===== src/rv_pkg.sv =====
// rv64i core slice shared definitions
// widths, opcode and funct encodings, alu op codes, instruction formats
package rv_pkg;

  // datapath widths
  localparam int XLEN    = 64;
  localparam int ILEN    = 32;
  localparam int RIDX_W  = 5;
  localparam int ALUOP_W = 4;

  // first fetch address
  localparam logic [XLEN-1:0] RESET_PC = '0;

  // major opcodes
  localparam logic [6:0] OPCODE_OP_IMM    = 7'b0010011;
  localparam logic [6:0] OPCODE_OP        = 7'b0110011;
  localparam logic [6:0] OPCODE_OP_IMM_32 = 7'b0011011;
  localparam logic [6:0] OPCODE_OP_32     = 7'b0111011;
  localparam logic [6:0] OPCODE_LUI       = 7'b0110111;
  localparam logic [6:0] OPCODE_AUIPC     = 7'b0010111;
  localparam logic [6:0] OPCODE_JAL       = 7'b1101111;
  localparam logic [6:0] OPCODE_JALR      = 7'b1100111;
  localparam logic [6:0] OPCODE_BRANCH    = 7'b1100011;

  // funct3 for integer ops, shared by imm and reg forms
  localparam logic [2:0] FUNCT3_ADD_SUB = 3'b000;
  localparam logic [2:0] FUNCT3_SLL     = 3'b001;
  localparam logic [2:0] FUNCT3_SLT     = 3'b010;
  localparam logic [2:0] FUNCT3_XOR     = 3'b100;
  localparam logic [2:0] FUNCT3_SRL_SRA = 3'b101;
  localparam logic [2:0] FUNCT3_OR      = 3'b110;
  localparam logic [2:0] FUNCT3_AND     = 3'b111;
  // funct3 for branches
  localparam logic [2:0] FUNCT3_BEQ     = 3'b000;
  localparam logic [2:0] FUNCT3_BNE     = 3'b001;

  // funct7 for reg-reg ops, alt selects sub and sra
  localparam logic [6:0] FUNCT7_BASE = 7'b0000000;
  localparam logic [6:0] FUNCT7_ALT  = 7'b0100000;

  // alu operation codes
  localparam logic [ALUOP_W-1:0] ALU_ADD   = 4'd0;
  localparam logic [ALUOP_W-1:0] ALU_SUB   = 4'd1;
  localparam logic [ALUOP_W-1:0] ALU_SLT   = 4'd2;
  localparam logic [ALUOP_W-1:0] ALU_XOR   = 4'd3;
  localparam logic [ALUOP_W-1:0] ALU_OR    = 4'd4;
  localparam logic [ALUOP_W-1:0] ALU_AND   = 4'd5;
  localparam logic [ALUOP_W-1:0] ALU_SLL   = 4'd6;
  localparam logic [ALUOP_W-1:0] ALU_SRL   = 4'd7;
  localparam logic [ALUOP_W-1:0] ALU_SRA   = 4'd8;
  localparam logic [ALUOP_W-1:0] ALU_PASS2 = 4'd9;

  // instruction formats, msb first
  typedef struct packed {
    logic [6:0] funct7;
    logic [4:0] rs2;
    logic [4:0] rs1;
    logic [2:0] funct3;
    logic [4:0] rd;
    logic [6:0] opcode;
  } r_type_t;

  typedef struct packed {
    logic [11:0] imm;
    logic [4:0]  rs1;
    logic [2:0]  funct3;
    logic [4:0]  rd;
    logic [6:0]  opcode;
  } i_type_t;

  typedef struct packed {
    logic [6:0] imm_hi;
    logic [4:0] rs2;
    logic [4:0] rs1;
    logic [2:0] funct3;
    logic [4:0] imm_lo;
    logic [6:0] opcode;
  } s_type_t;

  typedef struct packed {
    logic       imm12;
    logic [5:0] imm10_5;
    logic [4:0] rs2;
    logic [4:0] rs1;
    logic [2:0] funct3;
    logic [3:0] imm4_1;
    logic       imm11;
    logic [6:0] opcode;
  } b_type_t;

  typedef struct packed {
    logic [19:0] imm;
    logic [4:0]  rd;
    logic [6:0]  opcode;
  } u_type_t;

  typedef struct packed {
    logic       imm20;
    logic [9:0] imm10_1;
    logic       imm11;
    logic [7:0] imm19_12;
    logic [4:0] rd;
    logic [6:0] opcode;
  } j_type_t;

  // one instruction word, every format view
  typedef union packed {
    r_type_t r;
    i_type_t i;
    s_type_t s;
    b_type_t b;
    u_type_t u;
    j_type_t j;
  } inst_u;

endpackage


===== src/alu.sv =====
// 64-bit integer alu with rv64 word forms
// also flags operand equality for beq and bne
`timescale 1ns/1ps

module alu (
  input  logic [rv_pkg::ALUOP_W-1:0]  i_op,
  input  logic                        i_word,
  input  logic [rv_pkg::XLEN-1:0]     i_op1,
  input  logic [rv_pkg::XLEN-1:0]     i_op2,
  output logic [rv_pkg::XLEN-1:0]     o_result,
  output logic                        o_equal
);

  logic [rv_pkg::XLEN-1:0] res64;
  logic [31:0]             res32;
  // 6-bit shamt for full width, 5-bit for word ops
  logic [5:0]              sh64;
  logic [4:0]              sh32;
  logic                    lt;

  assign sh64 = i_op2[5:0];
  assign sh32 = i_op2[4:0];
  assign lt   = $signed(i_op1) < $signed(i_op2);

  // full width result
  always_comb begin
    case (i_op)
      rv_pkg::ALU_ADD:   res64 = i_op1 + i_op2;
      rv_pkg::ALU_SUB:   res64 = i_op1 - i_op2;
      rv_pkg::ALU_SLT:   res64 = {{(rv_pkg::XLEN-1){1'b0}}, lt};
      rv_pkg::ALU_XOR:   res64 = i_op1 ^ i_op2;
      rv_pkg::ALU_OR:    res64 = i_op1 | i_op2;
      rv_pkg::ALU_AND:   res64 = i_op1 & i_op2;
      rv_pkg::ALU_SLL:   res64 = i_op1 << sh64;
      rv_pkg::ALU_SRL:   res64 = i_op1 >> sh64;
      rv_pkg::ALU_SRA:   res64 = $signed(i_op1) >>> sh64;
      rv_pkg::ALU_PASS2: res64 = i_op2;
      default:           res64 = '0;
    endcase
  end

  // word forms work on the low halves only
  always_comb begin
    case (i_op)
      rv_pkg::ALU_ADD: res32 = i_op1[31:0] + i_op2[31:0];
      rv_pkg::ALU_SUB: res32 = i_op1[31:0] - i_op2[31:0];
      rv_pkg::ALU_SLL: res32 = i_op1[31:0] << sh32;
      rv_pkg::ALU_SRL: res32 = i_op1[31:0] >> sh32;
      rv_pkg::ALU_SRA: res32 = $signed(i_op1[31:0]) >>> sh32;
      default:         res32 = res64[31:0];
    endcase
  end

  // word results sign extend from bit 31
  assign o_result = i_word ? {{32{res32[31]}}, res32} : res64;
  assign o_equal  = (i_op1 == i_op2);

endmodule


===== config.mk =====
export PLATFORM = sky130hd
export DESIGN_NAME = alu
export DESIGN_NICKNAME = d
export VERILOG_FILES = /design/src/rv_pkg.sv /design/src/alu.sv
export SDC_FILE = /design/constraint.sdc
export NUM_CORES = 1
export LEC_CHECK = 0
export BUFFER_PORTS_ARGS = -buffer_cell sky130_fd_sc_hd__buf_4
export CORE_ASPECT_RATIO = 1.4
export CORE_MARGIN = 5
export CORE_UTILIZATION = 25
export DETAILED_ROUTE_END_ITERATION = 8
export PLACE_DENSITY = 0.47
export REMOVE_ABC_BUFFERS = 1
export SETUP_SLACK_MARGIN = 0.2
export SLEW_MARGIN = 20
export SYNTH_ARGS = -nofsm -noshare
export SYNTH_HDL_FRONTEND = slang
export SYNTH_SLANG_ARGS = --single-unit

===== constraint.sdc =====
create_clock -name vclk -period 6.2
set_input_delay 0.93 -clock vclk [all_inputs]
set_output_delay 0.93 -clock vclk [all_outputs]
set_load 0.02 [all_outputs]

**Word level (Yosys, flattened, before mapping)**

Cells that the tools add are included.

- Input bits: 133
- Flip-flop bits (word level): 0
- Output and inout bits: 65

- Multiplexer cells: 3
- Shifts and indexed selects: 6
- Reductions and logical operators: 1
- Equal/unequal tests: 10
- Add/subtract/negate cells: 4
- Bitwise operators: 3
- $lt $le $gt $ge: 1

Operators with widths:

| operator | number |
|---|---|
| case mux 64 bit (10 select lines) | 1 |
| case mux 32 bit (5 select lines) | 1 |
| adder 64 bit | 1 |
| AND 64 bit | 1 |
| equality test 64 bit | 1 |
| less-than comparator 64 bit | 1 |
| 2-to-1 mux 64 bit | 1 |
| OR 64 bit | 1 |
| << shifter 64 x 6 -> 64 bit | 1 |
| right shift 64 x 6 -> 64 bit | 1 |
| >>> shifter 64 x 6 -> 64 bit | 1 |
| subtractor 64 bit | 1 |
| bitwise XOR 64 bit | 1 |
| adder 32 bit | 1 |
| << shifter 32 x 5 -> 32 bit | 1 |
| right shift 32 x 5 -> 32 bit | 1 |
| >>> shifter 32 x 5 -> 32 bit | 1 |
| subtractor 32 bit | 1 |
| equality test 4 x 3 -> 1 bit, second input constant | 4 |
| equality test 4 x 2 -> 1 bit, second input constant | 2 |
| equality test 4 bit, second input constant | 2 |
| equality test 4 x 1 -> 1 bit, second input constant | 1 |
| zero test 4 bit | 1 |

**Logic depth before layout (Yosys ltp)**

- Depth after elaboration: 4
- Depth in mapped cells: 25
- Depth with buffers taken out: 21

**Least setup slack after synthesis**

Ideal clock, no wire load.

- Path type: in2out
- From: input i_op2[0] in the netlist's numbering
- To: output o_result[61] in the netlist's numbering
- Path slack: -0.364 ns
- Stages: 25
- Required time: 5.270 ns
- Data arrival time: 5.634 ns
- Path through: buf_6 inv_2 buf_2 clkbuf_1 buf_2 ha_1 nand4_1 nor2_1 nand3_1 nor4_1 nor2_1 xnor2_1 ha_1 a2111oi_0 o21ai_0 a31o_2 a21oi_1 nand3b_1 o211ai_1 o21ai_1 xnor2_1 o211ai_2 nand3_1 buf_2 a22oi_1

- Cells in the longest elaborated chain, start to end: 4
- Elaborated cells between the ends (all ways): 13

Ends and longest elaborated chain:

| item | RTL line | RTL |
|---|---|---|
| start, declared | alu.sv:9 | `input logic [rv_pkg::XLEN-1:0] i_op2,` |
| subtractor 64 bit (tied with other cells) | alu.sv:29 | `rv_pkg::ALU_SUB: res64 = i_op1 - i_op2;` |
| case mux 64 bit (10 select lines) | alu.sv:27 | `case (i_op)` |
| case mux 32 bit (5 select lines) | alu.sv:44 | `case (i_op)` |
| 2-to-1 mux 64 bit (*) | alu.sv:55 | `assign o_result = i_word ? {{32{res32[31]}}, res32} : res64;` |
| end, declared | alu.sv:10 | `output logic [rv_pkg::XLEN-1:0] o_result,` |

Mark *: on every way between the ends. The rest lies on a longest branch, timed or not.

**Final worst setup path**

Same ends and word-level chain as after synthesis.

==> results by group <==
Run status
  – Status: complete, but fails checks
  – Failing checks: setup timing

Drt
  – Per-cell routed wire length: 31.4 um
  – Drt drc: 0
  – Vias per cell: 6.20
  – Initial DRC count: 3423
  – WL final: 163 mm
  – Drt pass-1 iters: 6
  – Antenna viol nets, final: 0
  – Via count: 32200

Min path
  – Min-delay src: i_op2[42]
  – WHS Path Cells: 6
  – Hold crit path type: input pin to output pin
  – Worst Hold End: o_result[42]

Die
  – I/O pin count: 198
  – Die height: 372 um
  – Die X: 269 um
  – Initial Util: 25.1%
  – Core Box Area: 93500 sq um
  – Row cnt: 133
  – Die area: 100000 sq um

Layout
  – Filler Cells Inserted: 10500
  – Nets: 4332
  – Clock Buffer Count: 0
  – Area growth syn-to-layout: 29.7%
  – Register Area: 0 sq um
  – Num sequential: 0
  – Layout cells sized above 1: 24.7%

Synth
  – Yosys warns: 0
  – Mapped cell area: 23400 sq um
  – Synthesized netlist cell count: 3575
  – Sequential fraction of the synthesis area: 0%
  – Syn Area/Cell: 6.55 sq um
  – Netlist cell types: 107

Job
  – Max-Cap Viols: 0

Setup path
  – Crit path max fanout: 6
  – Critical Path Sink Type: output pin
  – Type of origin of the critical path: input pin
  – WP data required: 5270 ps
  – CP Class: input pin to output pin
  – Worst Path Arrival: 5700 ps

Global routing
  – Vias in the first global route: 31100
  – Grt ovf: 0
  – Initial antenna violation count: 1
  – First-pass GRT wire length: 227 mm
  – Largest net degree at the start of global routing: 133
  – GRT Total Usage: 30.6%

Timing
  – Worst Tran Pin Value: 1070 ps
  – RSZ-0062 raised after global routing: yes
  – Max-slew violations: 0
  – Fmax: 151 MHz
  – Final setup fails: 34
  – Minimum clock period: 6630 ps
  – Slew headroom: 28.6%
  – Final Hold Fails: 0
  – Period utilization: 107%
  – Worst Setup Slack, final: -432 ps

Placement
  – DP HPWL: 127 mm
  – Placer congestion estimate: 1.07
  – Pre-CTS setup slack: -959 ps
  – Port Buffers: 198

Clock tree
  – Hold buffers post-CTS: 0
[cell families after synthesis]
group	Yosys count	synth area share, %
and+or+nand+nor	1103	21.1
AOI/OAI and AO/OA	1428	40.2
xor gates and xnor gates	81	3.06
muxes	225	14.6
buffers and inverters	511	8.82
adders and majority gates	227	12.2
[routing by layer]
metal,share of wire (%),global-route usage (%)
met1,36,34.7
met2,46,51.4
met3,7.2,3.99
met4,11,24.3
met5,0,0
[how the worst max path moves through the flow]
stage,startpoint,to,slack [ps],cells after the start
2_1_floorplan,i_op[3],o_result[59],-1470,4
3_3_place_gp,i_op2[10],o_result[61],-1080,24
3_5_place_dp,i_op2[10],o_result[61],-960,24
4_1_cts,i_op2[7],o_result[60],-430,24
5_1_grt,i_op2[7],o_result[60],-590,24
6_report,i_op2[0],o_result[61],-430,25
[final cells by class]
class	instances	area (sq um)	area share (%)
inverters	212	797	2.62
diodes	1	2.50	0.00824
repair buffers	694	5960	19.6
multi-input cells	3064	22100	72.7
well taps	1215	1520	5.00
[placed cells by master (no fill, tap or decap), drive strengths merged, types with 17 or more instances in the layout]
cell	count
a211o	21
a211oi	50
a21o	49
a21oi	356
a221o	30
a221oi	51
a222oi	19
a22oi	28
a31oi	54
and2	17
buf	687
ha	224
inv	207
mux2	29
mux2i	106
mux4	90
nand2	338
nand2b	42
nand3	62
nand4	31
nor2	419
nor2b	21
nor3	72
nor4	33
o2111ai	21
o211ai	65
o21a	21
o21ai	382
o21bai	46
o221ai	28
o22ai	51
o31ai	24
or3	19
xnor2	65
[synth_stat cells (all sizes together) (16+ instances only)]
library cell / count / area [sq um]
o21a: 21 / 159
o21ai: 382 / 1930
xnor2: 65 / 577
a221oi: 51 / 447
o21bai: 46 / 345
o221ai: 28 / 263
a21o: 49 / 377
a211o: 21 / 184
or3: 19 / 119
nor2b: 21 / 131
o211ai: 65 / 503
nand2b: 42 / 270
mux2: 29 / 327
ha: 224 / 2800
a31oi: 54 / 372
o2111ai: 21 / 184
mux2i: 106 / 1060
a221o: 30 / 300
and3: 16 / 100
clkbuf: 186 / 698
a21oi: 356 / 1820
nor4: 33 / 253
mux4: 90 / 2030
a211oi: 50 / 380
o31ai: 24 / 199
a22oi: 28 / 210
xor2: 16 / 140
and2: 17 / 106
o22ai: 51 / 319
inv: 206 / 773
nor3: 72 / 360
nand3: 62 / 310
nand4: 31 / 194
buf: 113 / 573
nand2: 338 / 1270
a222oi: 19 / 190
nor2: 419 / 1580
[critical path, cell delays in order]
cell,delay (ps)
buf_6,90
buf_4,190
or3_4,440
nor4_4,200
buf_12,170
a31oi_1,100
xnor2_1,140
ha_1,340
and3_4,200
a21o_1,120
o221a_2,190
o41ai_2,60
buf_4,160
a2111oi_2,300
buf_4,180
o211ai_1,210
buf_4,230
o21ai_4,170
xnor2_2,100
buf_4,150
o211ai_4,220
and3_4,340
nor3_4,70
a22oi_2,220
buf_6,150
[stage by stage]
stage / area, sq um / hold WS [ps] / setup TNS (ps) / utilization [%] / instances
floorplan: 22200 / 2130 / -61380 / - / 3276
global placement: 28900 / 2440 / -27370 / 30.9 / 5147
detailed placement: 28900 / 2430 / -23960 / 30.9 / 5147
CTS: 30000 / 2410 / -12250 / 32.1 / 5175
global route: 30400 / 2450 / -17730 / 32.5 / 5185
finish: 30400 / 2420 / -12450 / 32.5 / 5186
[timing repair]
item	4_1_cts	5_1_grt
setup endpoints to repair	55	55
gates cloned	8	1
setup buffers	20	9
pin swaps	40	33
resized for setup	188	56
