[src/rv_pkg.sv]
// rv64i core slice shared definitions
// widths, opcode and funct encodings, alu op codes, instruction formats
package rv_pkg;

  // datapath widths
  localparam int XLEN    = 64;
  localparam int ILEN    = 32;
  localparam int RIDX_W  = 5;
  localparam int ALUOP_W = 4;

  // first fetch address
  localparam logic [XLEN-1:0] RESET_PC = '0;

  // major opcodes
  localparam logic [6:0] OPCODE_OP_IMM    = 7'b0010011;
  localparam logic [6:0] OPCODE_OP        = 7'b0110011;
  localparam logic [6:0] OPCODE_OP_IMM_32 = 7'b0011011;
  localparam logic [6:0] OPCODE_OP_32     = 7'b0111011;
  localparam logic [6:0] OPCODE_LUI       = 7'b0110111;
  localparam logic [6:0] OPCODE_AUIPC     = 7'b0010111;
  localparam logic [6:0] OPCODE_JAL       = 7'b1101111;
  localparam logic [6:0] OPCODE_JALR      = 7'b1100111;
  localparam logic [6:0] OPCODE_BRANCH    = 7'b1100011;

  // funct3 for integer ops, shared by imm and reg forms
  localparam logic [2:0] FUNCT3_ADD_SUB = 3'b000;
  localparam logic [2:0] FUNCT3_SLL     = 3'b001;
  localparam logic [2:0] FUNCT3_SLT     = 3'b010;
  localparam logic [2:0] FUNCT3_XOR     = 3'b100;
  localparam logic [2:0] FUNCT3_SRL_SRA = 3'b101;
  localparam logic [2:0] FUNCT3_OR      = 3'b110;
  localparam logic [2:0] FUNCT3_AND     = 3'b111;
  // funct3 for branches
  localparam logic [2:0] FUNCT3_BEQ     = 3'b000;
  localparam logic [2:0] FUNCT3_BNE     = 3'b001;

  // funct7 for reg-reg ops, alt selects sub and sra
  localparam logic [6:0] FUNCT7_BASE = 7'b0000000;
  localparam logic [6:0] FUNCT7_ALT  = 7'b0100000;

  // alu operation codes
  localparam logic [ALUOP_W-1:0] ALU_ADD   = 4'd0;
  localparam logic [ALUOP_W-1:0] ALU_SUB   = 4'd1;
  localparam logic [ALUOP_W-1:0] ALU_SLT   = 4'd2;
  localparam logic [ALUOP_W-1:0] ALU_XOR   = 4'd3;
  localparam logic [ALUOP_W-1:0] ALU_OR    = 4'd4;
  localparam logic [ALUOP_W-1:0] ALU_AND   = 4'd5;
  localparam logic [ALUOP_W-1:0] ALU_SLL   = 4'd6;
  localparam logic [ALUOP_W-1:0] ALU_SRL   = 4'd7;
  localparam logic [ALUOP_W-1:0] ALU_SRA   = 4'd8;
  localparam logic [ALUOP_W-1:0] ALU_PASS2 = 4'd9;

  // instruction formats, msb first
  typedef struct packed {
    logic [6:0] funct7;
    logic [4:0] rs2;
    logic [4:0] rs1;
    logic [2:0] funct3;
    logic [4:0] rd;
    logic [6:0] opcode;
  } r_type_t;

  typedef struct packed {
    logic [11:0] imm;
    logic [4:0]  rs1;
    logic [2:0]  funct3;
    logic [4:0]  rd;
    logic [6:0]  opcode;
  } i_type_t;

  typedef struct packed {
    logic [6:0] imm_hi;
    logic [4:0] rs2;
    logic [4:0] rs1;
    logic [2:0] funct3;
    logic [4:0] imm_lo;
    logic [6:0] opcode;
  } s_type_t;

  typedef struct packed {
    logic       imm12;
    logic [5:0] imm10_5;
    logic [4:0] rs2;
    logic [4:0] rs1;
    logic [2:0] funct3;
    logic [3:0] imm4_1;
    logic       imm11;
    logic [6:0] opcode;
  } b_type_t;

  typedef struct packed {
    logic [19:0] imm;
    logic [4:0]  rd;
    logic [6:0]  opcode;
  } u_type_t;

  typedef struct packed {
    logic       imm20;
    logic [9:0] imm10_1;
    logic       imm11;
    logic [7:0] imm19_12;
    logic [4:0] rd;
    logic [6:0] opcode;
  } j_type_t;

  // one instruction word, every format view
  typedef union packed {
    r_type_t r;
    i_type_t i;
    s_type_t s;
    b_type_t b;
    u_type_t u;
    j_type_t j;
  } inst_u;

endpackage

[src/id_unit.sv]
// instruction decode unit, purely combinational
// register indices, alu control, operands and branch target
`timescale 1ns/1ps

module id_unit (
  input  logic                         i_ena,
  input  rv_pkg::inst_u                i_inst,
  input  logic [rv_pkg::XLEN-1:0]      i_pc,
  input  logic [rv_pkg::XLEN-1:0]      i_rs1_data,
  input  logic [rv_pkg::XLEN-1:0]      i_rs2_data,
  output logic [rv_pkg::RIDX_W-1:0]    o_rs1,
  output logic [rv_pkg::RIDX_W-1:0]    o_rs2,
  output logic [rv_pkg::RIDX_W-1:0]    o_rd,
  output logic                         o_rd_wen,
  output logic [rv_pkg::ALUOP_W-1:0]   o_alu_op,
  output logic                         o_alu_word,
  output logic [rv_pkg::XLEN-1:0]      o_op1,
  output logic [rv_pkg::XLEN-1:0]      o_op2,
  output logic                         o_branch,
  output logic                         o_branch_ne,
  output logic                         o_jal,
  output logic                         o_jalr,
  output logic [rv_pkg::XLEN-1:0]      o_target
);

  // sign extended immediates per format
  logic [rv_pkg::XLEN-1:0] imm_i;
  logic [rv_pkg::XLEN-1:0] imm_b;
  logic [rv_pkg::XLEN-1:0] imm_u;
  logic [rv_pkg::XLEN-1:0] imm_j;
  logic [rv_pkg::XLEN-1:0] shamt;
  // selected immediate and operand muxing
  logic [rv_pkg::XLEN-1:0] imm;
  logic                    use_imm;
  logic                    op1_pc;
  // funct7 flavours
  logic                    f7_base;
  logic                    f7_alt;
  logic                    rd_wen;

  assign imm_i = {{52{i_inst.i.imm[11]}}, i_inst.i.imm};
  assign imm_b = {{51{i_inst.b.imm12}}, i_inst.b.imm12, i_inst.b.imm11,
                  i_inst.b.imm10_5, i_inst.b.imm4_1, 1'b0};
  assign imm_u = {{32{i_inst.u.imm[19]}}, i_inst.u.imm, 12'b0};
  assign imm_j = {{43{i_inst.j.imm20}}, i_inst.j.imm20, i_inst.j.imm19_12,
                  i_inst.j.imm11, i_inst.j.imm10_1, 1'b0};
  // rv64 shift-immediates carry a 6-bit shamt
  assign shamt = {58'b0, i_inst.i.imm[5:0]};

  assign f7_base = (i_inst.r.funct7 == rv_pkg::FUNCT7_BASE);
  assign f7_alt  = (i_inst.r.funct7 == rv_pkg::FUNCT7_ALT);

  // register indices, zero when disabled
  assign o_rs1 = i_ena ? i_inst.r.rs1 : '0;
  assign o_rs2 = i_ena ? i_inst.r.rs2 : '0;
  assign o_rd  = i_ena ? i_inst.r.rd  : '0;

  // control decode, depends on the instruction word only
  always_comb begin
    rd_wen      = 1'b0;
    o_alu_op    = rv_pkg::ALU_ADD;
    o_alu_word  = 1'b0;
    o_branch    = 1'b0;
    o_branch_ne = 1'b0;
    o_jal       = 1'b0;
    o_jalr      = 1'b0;
    use_imm     = 1'b0;
    op1_pc      = 1'b0;
    imm         = '0;
    if (i_ena) begin
      case (i_inst.r.opcode)
        rv_pkg::OPCODE_OP_IMM: begin
          rd_wen  = 1'b1;
          use_imm = 1'b1;
          imm     = imm_i;
          case (i_inst.i.funct3)
            rv_pkg::FUNCT3_ADD_SUB: o_alu_op = rv_pkg::ALU_ADD;
            rv_pkg::FUNCT3_SLT:     o_alu_op = rv_pkg::ALU_SLT;
            rv_pkg::FUNCT3_XOR:     o_alu_op = rv_pkg::ALU_XOR;
            rv_pkg::FUNCT3_OR:      o_alu_op = rv_pkg::ALU_OR;
            rv_pkg::FUNCT3_AND:     o_alu_op = rv_pkg::ALU_AND;
            rv_pkg::FUNCT3_SLL: begin
              o_alu_op = rv_pkg::ALU_SLL;
              imm      = shamt;
            end
            rv_pkg::FUNCT3_SRL_SRA: begin
              // inst[30] picks srai
              o_alu_op = i_inst.i.imm[10] ? rv_pkg::ALU_SRA : rv_pkg::ALU_SRL;
              imm      = shamt;
            end
            default: rd_wen = 1'b0;
          endcase
        end
        rv_pkg::OPCODE_OP: begin
          case (i_inst.r.funct3)
            rv_pkg::FUNCT3_ADD_SUB: begin
              rd_wen   = f7_base | f7_alt;
              o_alu_op = f7_alt ? rv_pkg::ALU_SUB : rv_pkg::ALU_ADD;
            end
            rv_pkg::FUNCT3_SRL_SRA: begin
              rd_wen   = f7_base | f7_alt;
              o_alu_op = f7_alt ? rv_pkg::ALU_SRA : rv_pkg::ALU_SRL;
            end
            rv_pkg::FUNCT3_SLL: begin
              rd_wen   = f7_base;
              o_alu_op = rv_pkg::ALU_SLL;
            end
            rv_pkg::FUNCT3_SLT: begin
              rd_wen   = f7_base;
              o_alu_op = rv_pkg::ALU_SLT;
            end
            rv_pkg::FUNCT3_XOR: begin
              rd_wen   = f7_base;
              o_alu_op = rv_pkg::ALU_XOR;
            end
            rv_pkg::FUNCT3_OR: begin
              rd_wen   = f7_base;
              o_alu_op = rv_pkg::ALU_OR;
            end
            rv_pkg::FUNCT3_AND: begin
              rd_wen   = f7_base;
              o_alu_op = rv_pkg::ALU_AND;
            end
            default: rd_wen = 1'b0;
          endcase
        end
        // addiw only
        rv_pkg::OPCODE_OP_IMM_32: begin
          rd_wen     = (i_inst.i.funct3 == rv_pkg::FUNCT3_ADD_SUB);
          o_alu_word = 1'b1;
          use_imm    = 1'b1;
          imm        = imm_i;
        end
        // addw only
        rv_pkg::OPCODE_OP_32: begin
          rd_wen     = (i_inst.r.funct3 == rv_pkg::FUNCT3_ADD_SUB) & f7_base;
          o_alu_word = 1'b1;
        end
        rv_pkg::OPCODE_LUI: begin
          rd_wen   = 1'b1;
          o_alu_op = rv_pkg::ALU_PASS2;
          use_imm  = 1'b1;
          imm      = imm_u;
        end
        rv_pkg::OPCODE_AUIPC: begin
          rd_wen  = 1'b1;
          op1_pc  = 1'b1;
          use_imm = 1'b1;
          imm     = imm_u;
        end
        rv_pkg::OPCODE_JAL: begin
          rd_wen = 1'b1;
          o_jal  = 1'b1;
        end
        // alu forms rs1 + imm as the jump address
        rv_pkg::OPCODE_JALR: begin
          rd_wen  = 1'b1;
          o_jalr  = 1'b1;
          use_imm = 1'b1;
          imm     = imm_i;
        end
        rv_pkg::OPCODE_BRANCH: begin
          o_branch    = (i_inst.b.funct3 == rv_pkg::FUNCT3_BEQ) |
                        (i_inst.b.funct3 == rv_pkg::FUNCT3_BNE);
          o_branch_ne = (i_inst.b.funct3 == rv_pkg::FUNCT3_BNE);
        end
        // unknown opcode retires as a no-op
        default: rd_wen = 1'b0;
      endcase
    end
  end

  // writes to x0 never reach the commit port
  assign o_rd_wen = rd_wen & (i_inst.r.rd != '0);

  assign o_op1 = !i_ena ? '0 : (op1_pc ? i_pc : i_rs1_data);
  assign o_op2 = !i_ena ? '0 : (use_imm ? imm : i_rs2_data);

  // pc relative target for jal and taken branches
  assign o_target = !i_ena ? '0 :
                    (o_jal ? i_pc + imm_j : i_pc + imm_b);

endmodule

[config.mk]
export PLATFORM = sky130hd
export DESIGN_NAME = id_unit
export DESIGN_NICKNAME = d
export VERILOG_FILES = /design/src/rv_pkg.sv /design/src/id_unit.sv
export SDC_FILE = /design/constraint.sdc
export NUM_CORES = 1
export LEC_CHECK = 0
export BUFFER_PORTS_ARGS = -buffer_cell sky130_fd_sc_hd__buf_2
export CAP_MARGIN = 5
export CORE_AREA = 2 2 171 173
export DETAILED_ROUTE_END_ITERATION = 8
export DIE_AREA = 0 0 173 175
export GPL_TIMING_DRIVEN = 0
export PLACE_DENSITY = 0.59
export SETUP_SLACK_MARGIN = 0.5
export SLEW_MARGIN = 20
export SYNTH_ARGS = -nofsm -noshare
export SYNTH_HDL_FRONTEND = slang
export SYNTH_SLANG_ARGS = --single-unit
[constraint.sdc]
create_clock -name vclk -period 8.5
set_clock_uncertainty 0.05 [all_clocks]
set_input_delay 2.125 -clock vclk [all_inputs]
set_output_delay 2.125 -clock vclk [all_outputs]
set_load 0.05 [all_outputs]
== Word level (Yosys, flattened, before mapping) ==
Cells that the tools add are included.
Operators by class
  add/subtract/negate cells: 2
  multiply operators: 0
  div/mod/pow operators: 0
  order comparisons: 0
  equality and inequality tests: 16
  shift operators: 0
  muxes and demuxes: 36
  bitwise gates (word level): 4
  reduce and logical (&&, ||, !) cells: 12
Operators by type and width (count)
  $mux W64: 7
  $pmux W64 S3: 1
  $add A64 B64 Y64: 2
  $eq A7 B6 Y1 const B: 4
  $pmux W4 S7: 1
  $pmux W4 S6: 1
  $eq A7 B5 Y1 const B: 3
  $eq A7 B7 Y1 const B: 3
  $mux W1: 17
  $mux W5: 3
  $eq A3 B3 Y1 const B: 4
  $mux W4: 3
  $pmux W4 S3: 1
  $reduce_or A2 Y1: 5
  $reduce_or A5 Y1: 2
  $logic_not A7 Y1: 1
  $reduce_or A7 Y1: 1
  $pmux W1 S5: 1
  $reduce_bool A5 Y1: 1
  $reduce_or A4 Y1: 1
  $eq A3 B1 Y1 const B: 1
  $eq A3 B2 Y1 const B: 1
  $logic_not A3 Y1: 1
  $and A1 B1 Y1: 2
  2 further kinds: 3
Word-level totals
  bits in registers: 0
  bits in latches: 0
  bits in writable memories: 0
  bits in read-only memories: 0
  output and inout port bits: 217
  memories: 0

== Depth between registers and ports, before layout ==
Gate-level depths: netlist of the first run.
  depth after elaboration: 6
  mapped depth: 19
  depth with buffers taken out: 16

== Least setup slack after synthesis of the first run ==
No wires, ideal clock.
  path kind: input to output
  start: input port i_ena
  end: output port o_target[51] in the netlist's numbering
  arrival: 7.142 ns
  data required time: 6.325 ns
  slack: -0.817 ns
  stages on the path: 19
  cells stage by stage: clkbuf_1 nand3_1 nor2_1 and3_1 clkbuf_1 clkbuf_1 mux2_2 ha_1 inv_1 fa_1 and2b_2 o2111ai_2 a21oi_1 o211ai_1 a211oi_1 o21ai_1 a311oi_1 nor3_1 nor3b_1
On the way
  word-level cells in the longest chain between the ends: 3
RTL lines
  from (decl): RTL line id_unit.sv:6  | input logic i_ena,
  $mux W1: RTL line id_unit.sv:70  | if (i_ena) begin
  via o_jal: RTL line id_unit.sv:21  | output logic o_jal,
  $mux W64: RTL line id_unit.sv:181  | (o_jal ? i_pc + imm_j : i_pc + imm_b);
  $mux W64: RTL line id_unit.sv:180  | assign o_target = !i_ena ? '0 :
  to (decl): RTL line id_unit.sv:23  | output logic [rv_pkg::XLEN-1:0] o_target
The timed path passes the listed nets, and every way through them passes these cells.

== Final worst setup path of the first run ==
  start: input port i_inst[4] in the netlist's numbering
  end: output port o_target[63] in the netlist's numbering
On the way
  word-level cells in the longest chain between the ends: 5
RTL lines
  from (decl): RTL line id_unit.sv:7  | input rv_pkg::inst_u i_inst,
  $eq A7 B7 Y1: RTL line id_unit.sv:71  | case (i_inst.r.opcode)
  $mux W1: RTL line id_unit.sv:71
  $mux W1: RTL line id_unit.sv:70
  $mux W64: RTL line id_unit.sv:181
  $mux W64: RTL line id_unit.sv:180
No other way between the ends.

==> results.py, run 1 <==
metrics = {
    "run_status": {
        "status": "completed",
    },
    "cells_and_area": {
        "fillers": 3208,
        "multiInputGateArea_um2": 6550,
        "syn_to_final_growth_pct": 56.4,
        "seq_cells": 0,
        "register_area_um2": 0,
        "clkbuf_count": 0,
        "drive_gt1_frac": 0.366,
        "stdcell_count": 1952,
        "design_area_um2": 10100,
        "nets": 1861,
    },
    "min_path": {
        "hp-class": "input pin to primary output",
        "holdCritStartpoint": "i_rs2_data[11]",
    },
    "timing": {
        "timing.final.crit_share": 0.955,
        "final_hold_viol_count": 0,
        "relSlewSlack": 0.323,
        "fin_hold_ws_ns": 4.59,
        "finalCriticalPeriod_ns": 8.12,
        "rsz0062_at_grt": "yes",
        "fmax_mhz": 123,
        "setup_violations": 0,
        "drv_slew": 0,
        "worst_slew_pin_slew_ns": 1.02,
        "setup_ws_ns": 0.380,
    },
    "drt": {
        "via_per_inst": 5.14,
        "routedWlPerCell_um": 18.5,
        "post-route-drc-count": 0,
        "drt_iter0_drc": 594,
        "drt_wl_total_um": 36100,
        "via_count": 10034,
        "first_pass_iters": 7,
        "postRouteAntennaNets": 0,
    },
    "floorplan": {
        "die_w_um": 173,
        "fp.dieH_um": 175,
        "dieArea_um2": 30300,
        "rows": 62,
        "initial_core_util": 0.228,
        "ios": 442,
        "fp.coreArea_um2": 28400,
    },
    "synth": {
        "synth_top_cell_by_area": "ha_1",
        "synth.most_common_cell": "nand2_1",
        "yosysWarnings": 0,
        "synth_common_cells": "219 x nand2_1, 117 x a21oi_1, 108 x o21ai_0",
        "synth_nets": 1386,
        "postSynthAreaPerCell_um2": 5.92,
        "netlist_area_um2": 6460,
        "yosysUniqueCellTypes": 74,
        "ys_seq_area_frac": 0,
        "yosysTopAreaCellShare": 0.134,
        "synth_cells": 1091,
        "ys_top_cells_by_area": "ha_1 13%, nand2_1 13%, a21oi_1 9.1%",
    },
    "setup_path": {
        "crit_required_ns": 6.33,
        "cp-start-kind": "input pin",
        "critical_path_peak_fanout": 3,
        "crit_arrival_ns": 5.95,
        "crit_start": "i_inst[4]",
        "end_kind": "primary output",
        "path_class": "input pin to primary output",
    },
    "global_routing": {
        "grt_pass1_wl_um": 53200,
        "antenna_found_initial": 6,
        "grt_pass1_vias": 9284,
        "grt_max_degree": 49,
        "grt_usage": 0.220,
        "grt_overflow": 0,
    },
    "placed_design": {
        "dpl_cell_area_um2": 9300,
        "post-place-ws_ns": -0.821,
        "dp_cells": 1916,
        "gp_congestion": 0.975,
        "io_buffers": 441,
        "dpl.hpwl_um": 29900,
    },
    "flow_run": {
        "max_cap_violations": 0,
    },
    "clocking": {
        "cts_hold_buf": 0,
    },
}
what timing repair did:
action / 4_1_cts / 5_1_grt
resized for setup: 80 / 50
buffers inserted: 23 / 9
pin swaps: 25 / 20
endpoints found under the setup margin: 59 / 29
critical path, stage by stage:
cell and delay [ns]:
buf_6 0.09, nand3b_1 0.17, nor2_2 0.13, and3_4 0.22, buf_8 0.12, clkbuf_16 0.12
mux2_4 0.18, ha_4 0.14, inv_2 0.03, fa_2 0.33, and2b_2 0.26, o2111ai_4 0.15
a21oi_4 0.21, o211ai_1 0.18, a211oi_2 0.22, buf_4 0.20, o2111ai_4 0.12, and3b_2 0.29
a31oi_4 0.20, mux2i_4 0.27, buf_8 0.17
through the flow:
stage / util / setup TNS [ns]
after floorplan: - / 0
after global placement: 0.328 / -7.90
after detailed placement: 0.328 / -7.61
after CTS: 0.347 / 0
after global routing: 0.356 / 0
final: 0.356 / 0
layout make-up:
cell class / instances / area share
Buffer: 76 / 0.0348
Timing Repair Buffer: 473 / 0.259
Tap cell: 384 / 0.0475
Antenna cell: 4 / 0.000991
Inverter: 24 / 0.00892
Multi-Input combinational cell: 991 / 0.648
per-layer routing:
metal / global-route usage / up-vias / share of wire
li1: - / 4876 / -
met1: 0.293 / 4696 / 0.45
met2: 0.377 / 425 / 0.46
met3: 0.0337 / 35 / 0.069
met4: 0.0403 / 2 / 0.020
met5: 0 / - / 0.00030
cells by family (layout without fill, tap and decap cells):
kind of cell / Yosys count / after routing / share of synthesized area
compound gates: 407 / 407 / 0.402
xor+xnor: 44 / 44 / 0.0597
fa+ha+maj: 70 / 70 / 0.137
buf+inv: 100 / 573 / 0.0595
mux: 15 / 15 / 0.0242
other cells: 0 / 4 / 0
simple gates: 455 / 455 / 0.318
path summary, 6_finish.rpt:
kind / end / cells after the start / slack (ns)
min: o_op2[11] / 4 / 4.59
max: o_target[63] / 21 / 0.38
placed cells by master, fill, tap and decap left out, drive strengths merged, types with 18 or more instances in the layout:
master	n
nand4	23
o21a	38
a21o	35
buf	478
and2	22
ha	69
a21oi	119
nor3	18
xnor2	23
nand2	219
inv	24
xor2	21
clkbuf	71
nor2	102
o21ai	115
a22oi	20
==> inputs of run 2 (changes only) <==
Settings changed: CELL_PAD_IN_SITES_DETAIL_PLACEMENT set to 1, CELL_PAD_IN_SITES_GLOBAL_PLACEMENT set to 2, CORE_AREA 2 2 171 173 to unset, CORE_UTILIZATION set to 20, DIE_AREA 0 0 173 175 to unset, PLACE_DENSITY 0.59 to 0.94, SETUP_SLACK_MARGIN 0.5 to unset.
==> run 2 against run 1 <==
Compared with the run above: utilization is 5.4 points lower; worst setup slack worse by 0.29 ns; first-iteration DRC count shrank 22%; via count shrank 0.92%; global-route usage up 0.12 points; clock-buffer cell count unchanged; worst hold slack improved by 0.010 ns; critical path type unchanged.
==> results.py, run 2 (synthesis gave the netlist of run 1 again) <==
metrics = {
    "run_status": {
        "status": "completed",
    },
    "drt": {
        "first_pass_iters": 5,
        "drt_iter0_drc": 465,
        "drt_wl_total_um": 38500,
        "postRouteAntennaNets": 0,
        "routedWlPerCell_um": 19.7,
        "post-route-drc-count": 0,
        "via_count": 9942,
        "via_per_inst": 5.09,
    },
    "global_routing": {
        "grt_max_degree": 49,
        "grt_overflow": 0,
        "grt_pass1_vias": 10007,
        "antenna_found_initial": 9,
        "grt_usage": 0.221,
        "grt_pass1_wl_um": 57400,
    },
    "cells_and_area": {
        "multiInputGateArea_um2": 6280,
        "clkbuf_count": 0,
        "fin_util": 0.302,
        "drive_gt1_frac": 0.335,
        "register_area_um2": 0,
        "layout_common_cells": "435 x buf_2, 219 x nand2_1, 113 x a21oi_1",
        "seq_cells": 0,
        "nets": 1839,
        "syn_to_final_growth_pct": 47.7,
        "layout_commonest_cell": "buf_2",
        "fillers": 4230,
        "stdcell_count": 1952,
    },
    "floorplan": {
        "die_w_um": 182,
        "fp.coreArea_um2": 31600,
        "dieArea_um2": 33000,
        "fp.dieH_um": 182,
        "ios": 442,
        "rows": 65,
        "initial_core_util": 0.204,
    },
    "setup_path": {
        "path_class": "input pin to primary output",
        "critical_path_peak_fanout": 10,
        "crit_arrival_ns": 6.23,
        "cp-start-kind": "input pin",
        "end_kind": "primary output",
        "crit_required_ns": 6.33,
    },
    "pwr": {
        "leakagePower_nw": 4.74,
        "finalPower_uw": 909,
        "power_density_nw_per_um2": 95.3,
        "peakVddDrop_mv": 0.0399,
    },
    "timing": {
        "setup_violations": 0,
        "final_hold_viol_count": 0,
        "finalCriticalPeriod_ns": 8.41,
        "drv_slew": 0,
        "timing.final.crit_share": 0.989,
        "fin_hold_ws_ns": 4.60,
        "rsz0062_at_grt": "yes",
        "fin_tns_setup_ns": 0,
        "relSlewSlack": 0.317,
        "worst_slew_pin_slew_ns": 1.02,
        "fmax_mhz": 119,
    },
    "clocking": {
        "cts_hold_buf": 0,
    },
    "placed_design": {
        "gp_congestion": 0.926,
        "dp_cells": 1934,
        "dpl.hpwl_um": 32800,
        "io_buffers": 441,
    },
    "min_path": {
        "hp-class": "input pin to primary output",
    },
    "flow_run": {
        "max_cap_violations": 0,
    },
}
==> run 2: path summary, 6_finish.rpt <==
check	from	end	slack [ns]	depth (start not counted)
worst max-delay path	i_inst[4]	o_target[63]	0.09	21
worst min-delay path	i_rs2_data[11]	o_op2[11]	4.60	4
==> run 2: area by class of cell <==
cell class / instances / area share
diodes: 8 / 0.00210
plain buffers: 74 / 0.0323
inverters: 24 / 0.00944
multi-input cells: 991 / 0.658
well taps: 402 / 0.0527
repair buffers: 453 / 0.245
==> run 2: power breakdown <==
| part | leakage, nW | switching, mW | internal [mW] |
|---|---|---|---|
| Sequential | 0 | 0 | 0 |
| Clock | 0.0000492 | 0 | 0.0000000897 |
| Combinational | 4.74 | 0.643 | 0.266 |
==> run 2: worst max-delay path, cell delays in order <==
cell and delay, ns:
buf_2 0.10, nand3b_1 0.23, nor2_2 0.20, and3_4 0.25
buf_8 0.15, mux2_2 0.18, ha_4 0.14, inv_1 0.05
fa_1 0.38, and2b_2 0.28, o2111ai_4 0.15, a21oi_2 0.20
o211ai_1 0.10, buf_4 0.18, a211oi_2 0.16, buf_4 0.17
o2111ai_2 0.12, and3b_2 0.30, a31oi_4 0.24, mux2i_4 0.31
buf_6 0.19
==> run 2: repair_timing <==
| action | 4_1_cts | 5_1_grt |
|---|---|---|
| pin swaps | 6 | 7 |
| buffers inserted | 5 | 7 |
| endpoints found under the setup margin | 68 | 23 |
| gates resized for setup | 30 | 21 |
==> run 2: layer usage <==
metal	share of wire	track usage	vias to the layer above
li1	-	-	4830
met1	0.44	0.281	4710
met2	0.47	0.389	356
met3	0.057	0.0271	46
met4	0.028	0.0624	0
met5	0	0	-
==> run 2: stage by stage <==
stage	area [µm²]	setup slack [ns]
after floorplan	6510	0.0415
after global placement	9220	-1.48
after detailed placement	9220	-1.57
after CTS	9390	-0.0386
after global routing	9540	-0.0700
final	9540	0.0939
No activity file was read; power rests on OpenSTA's default activity.
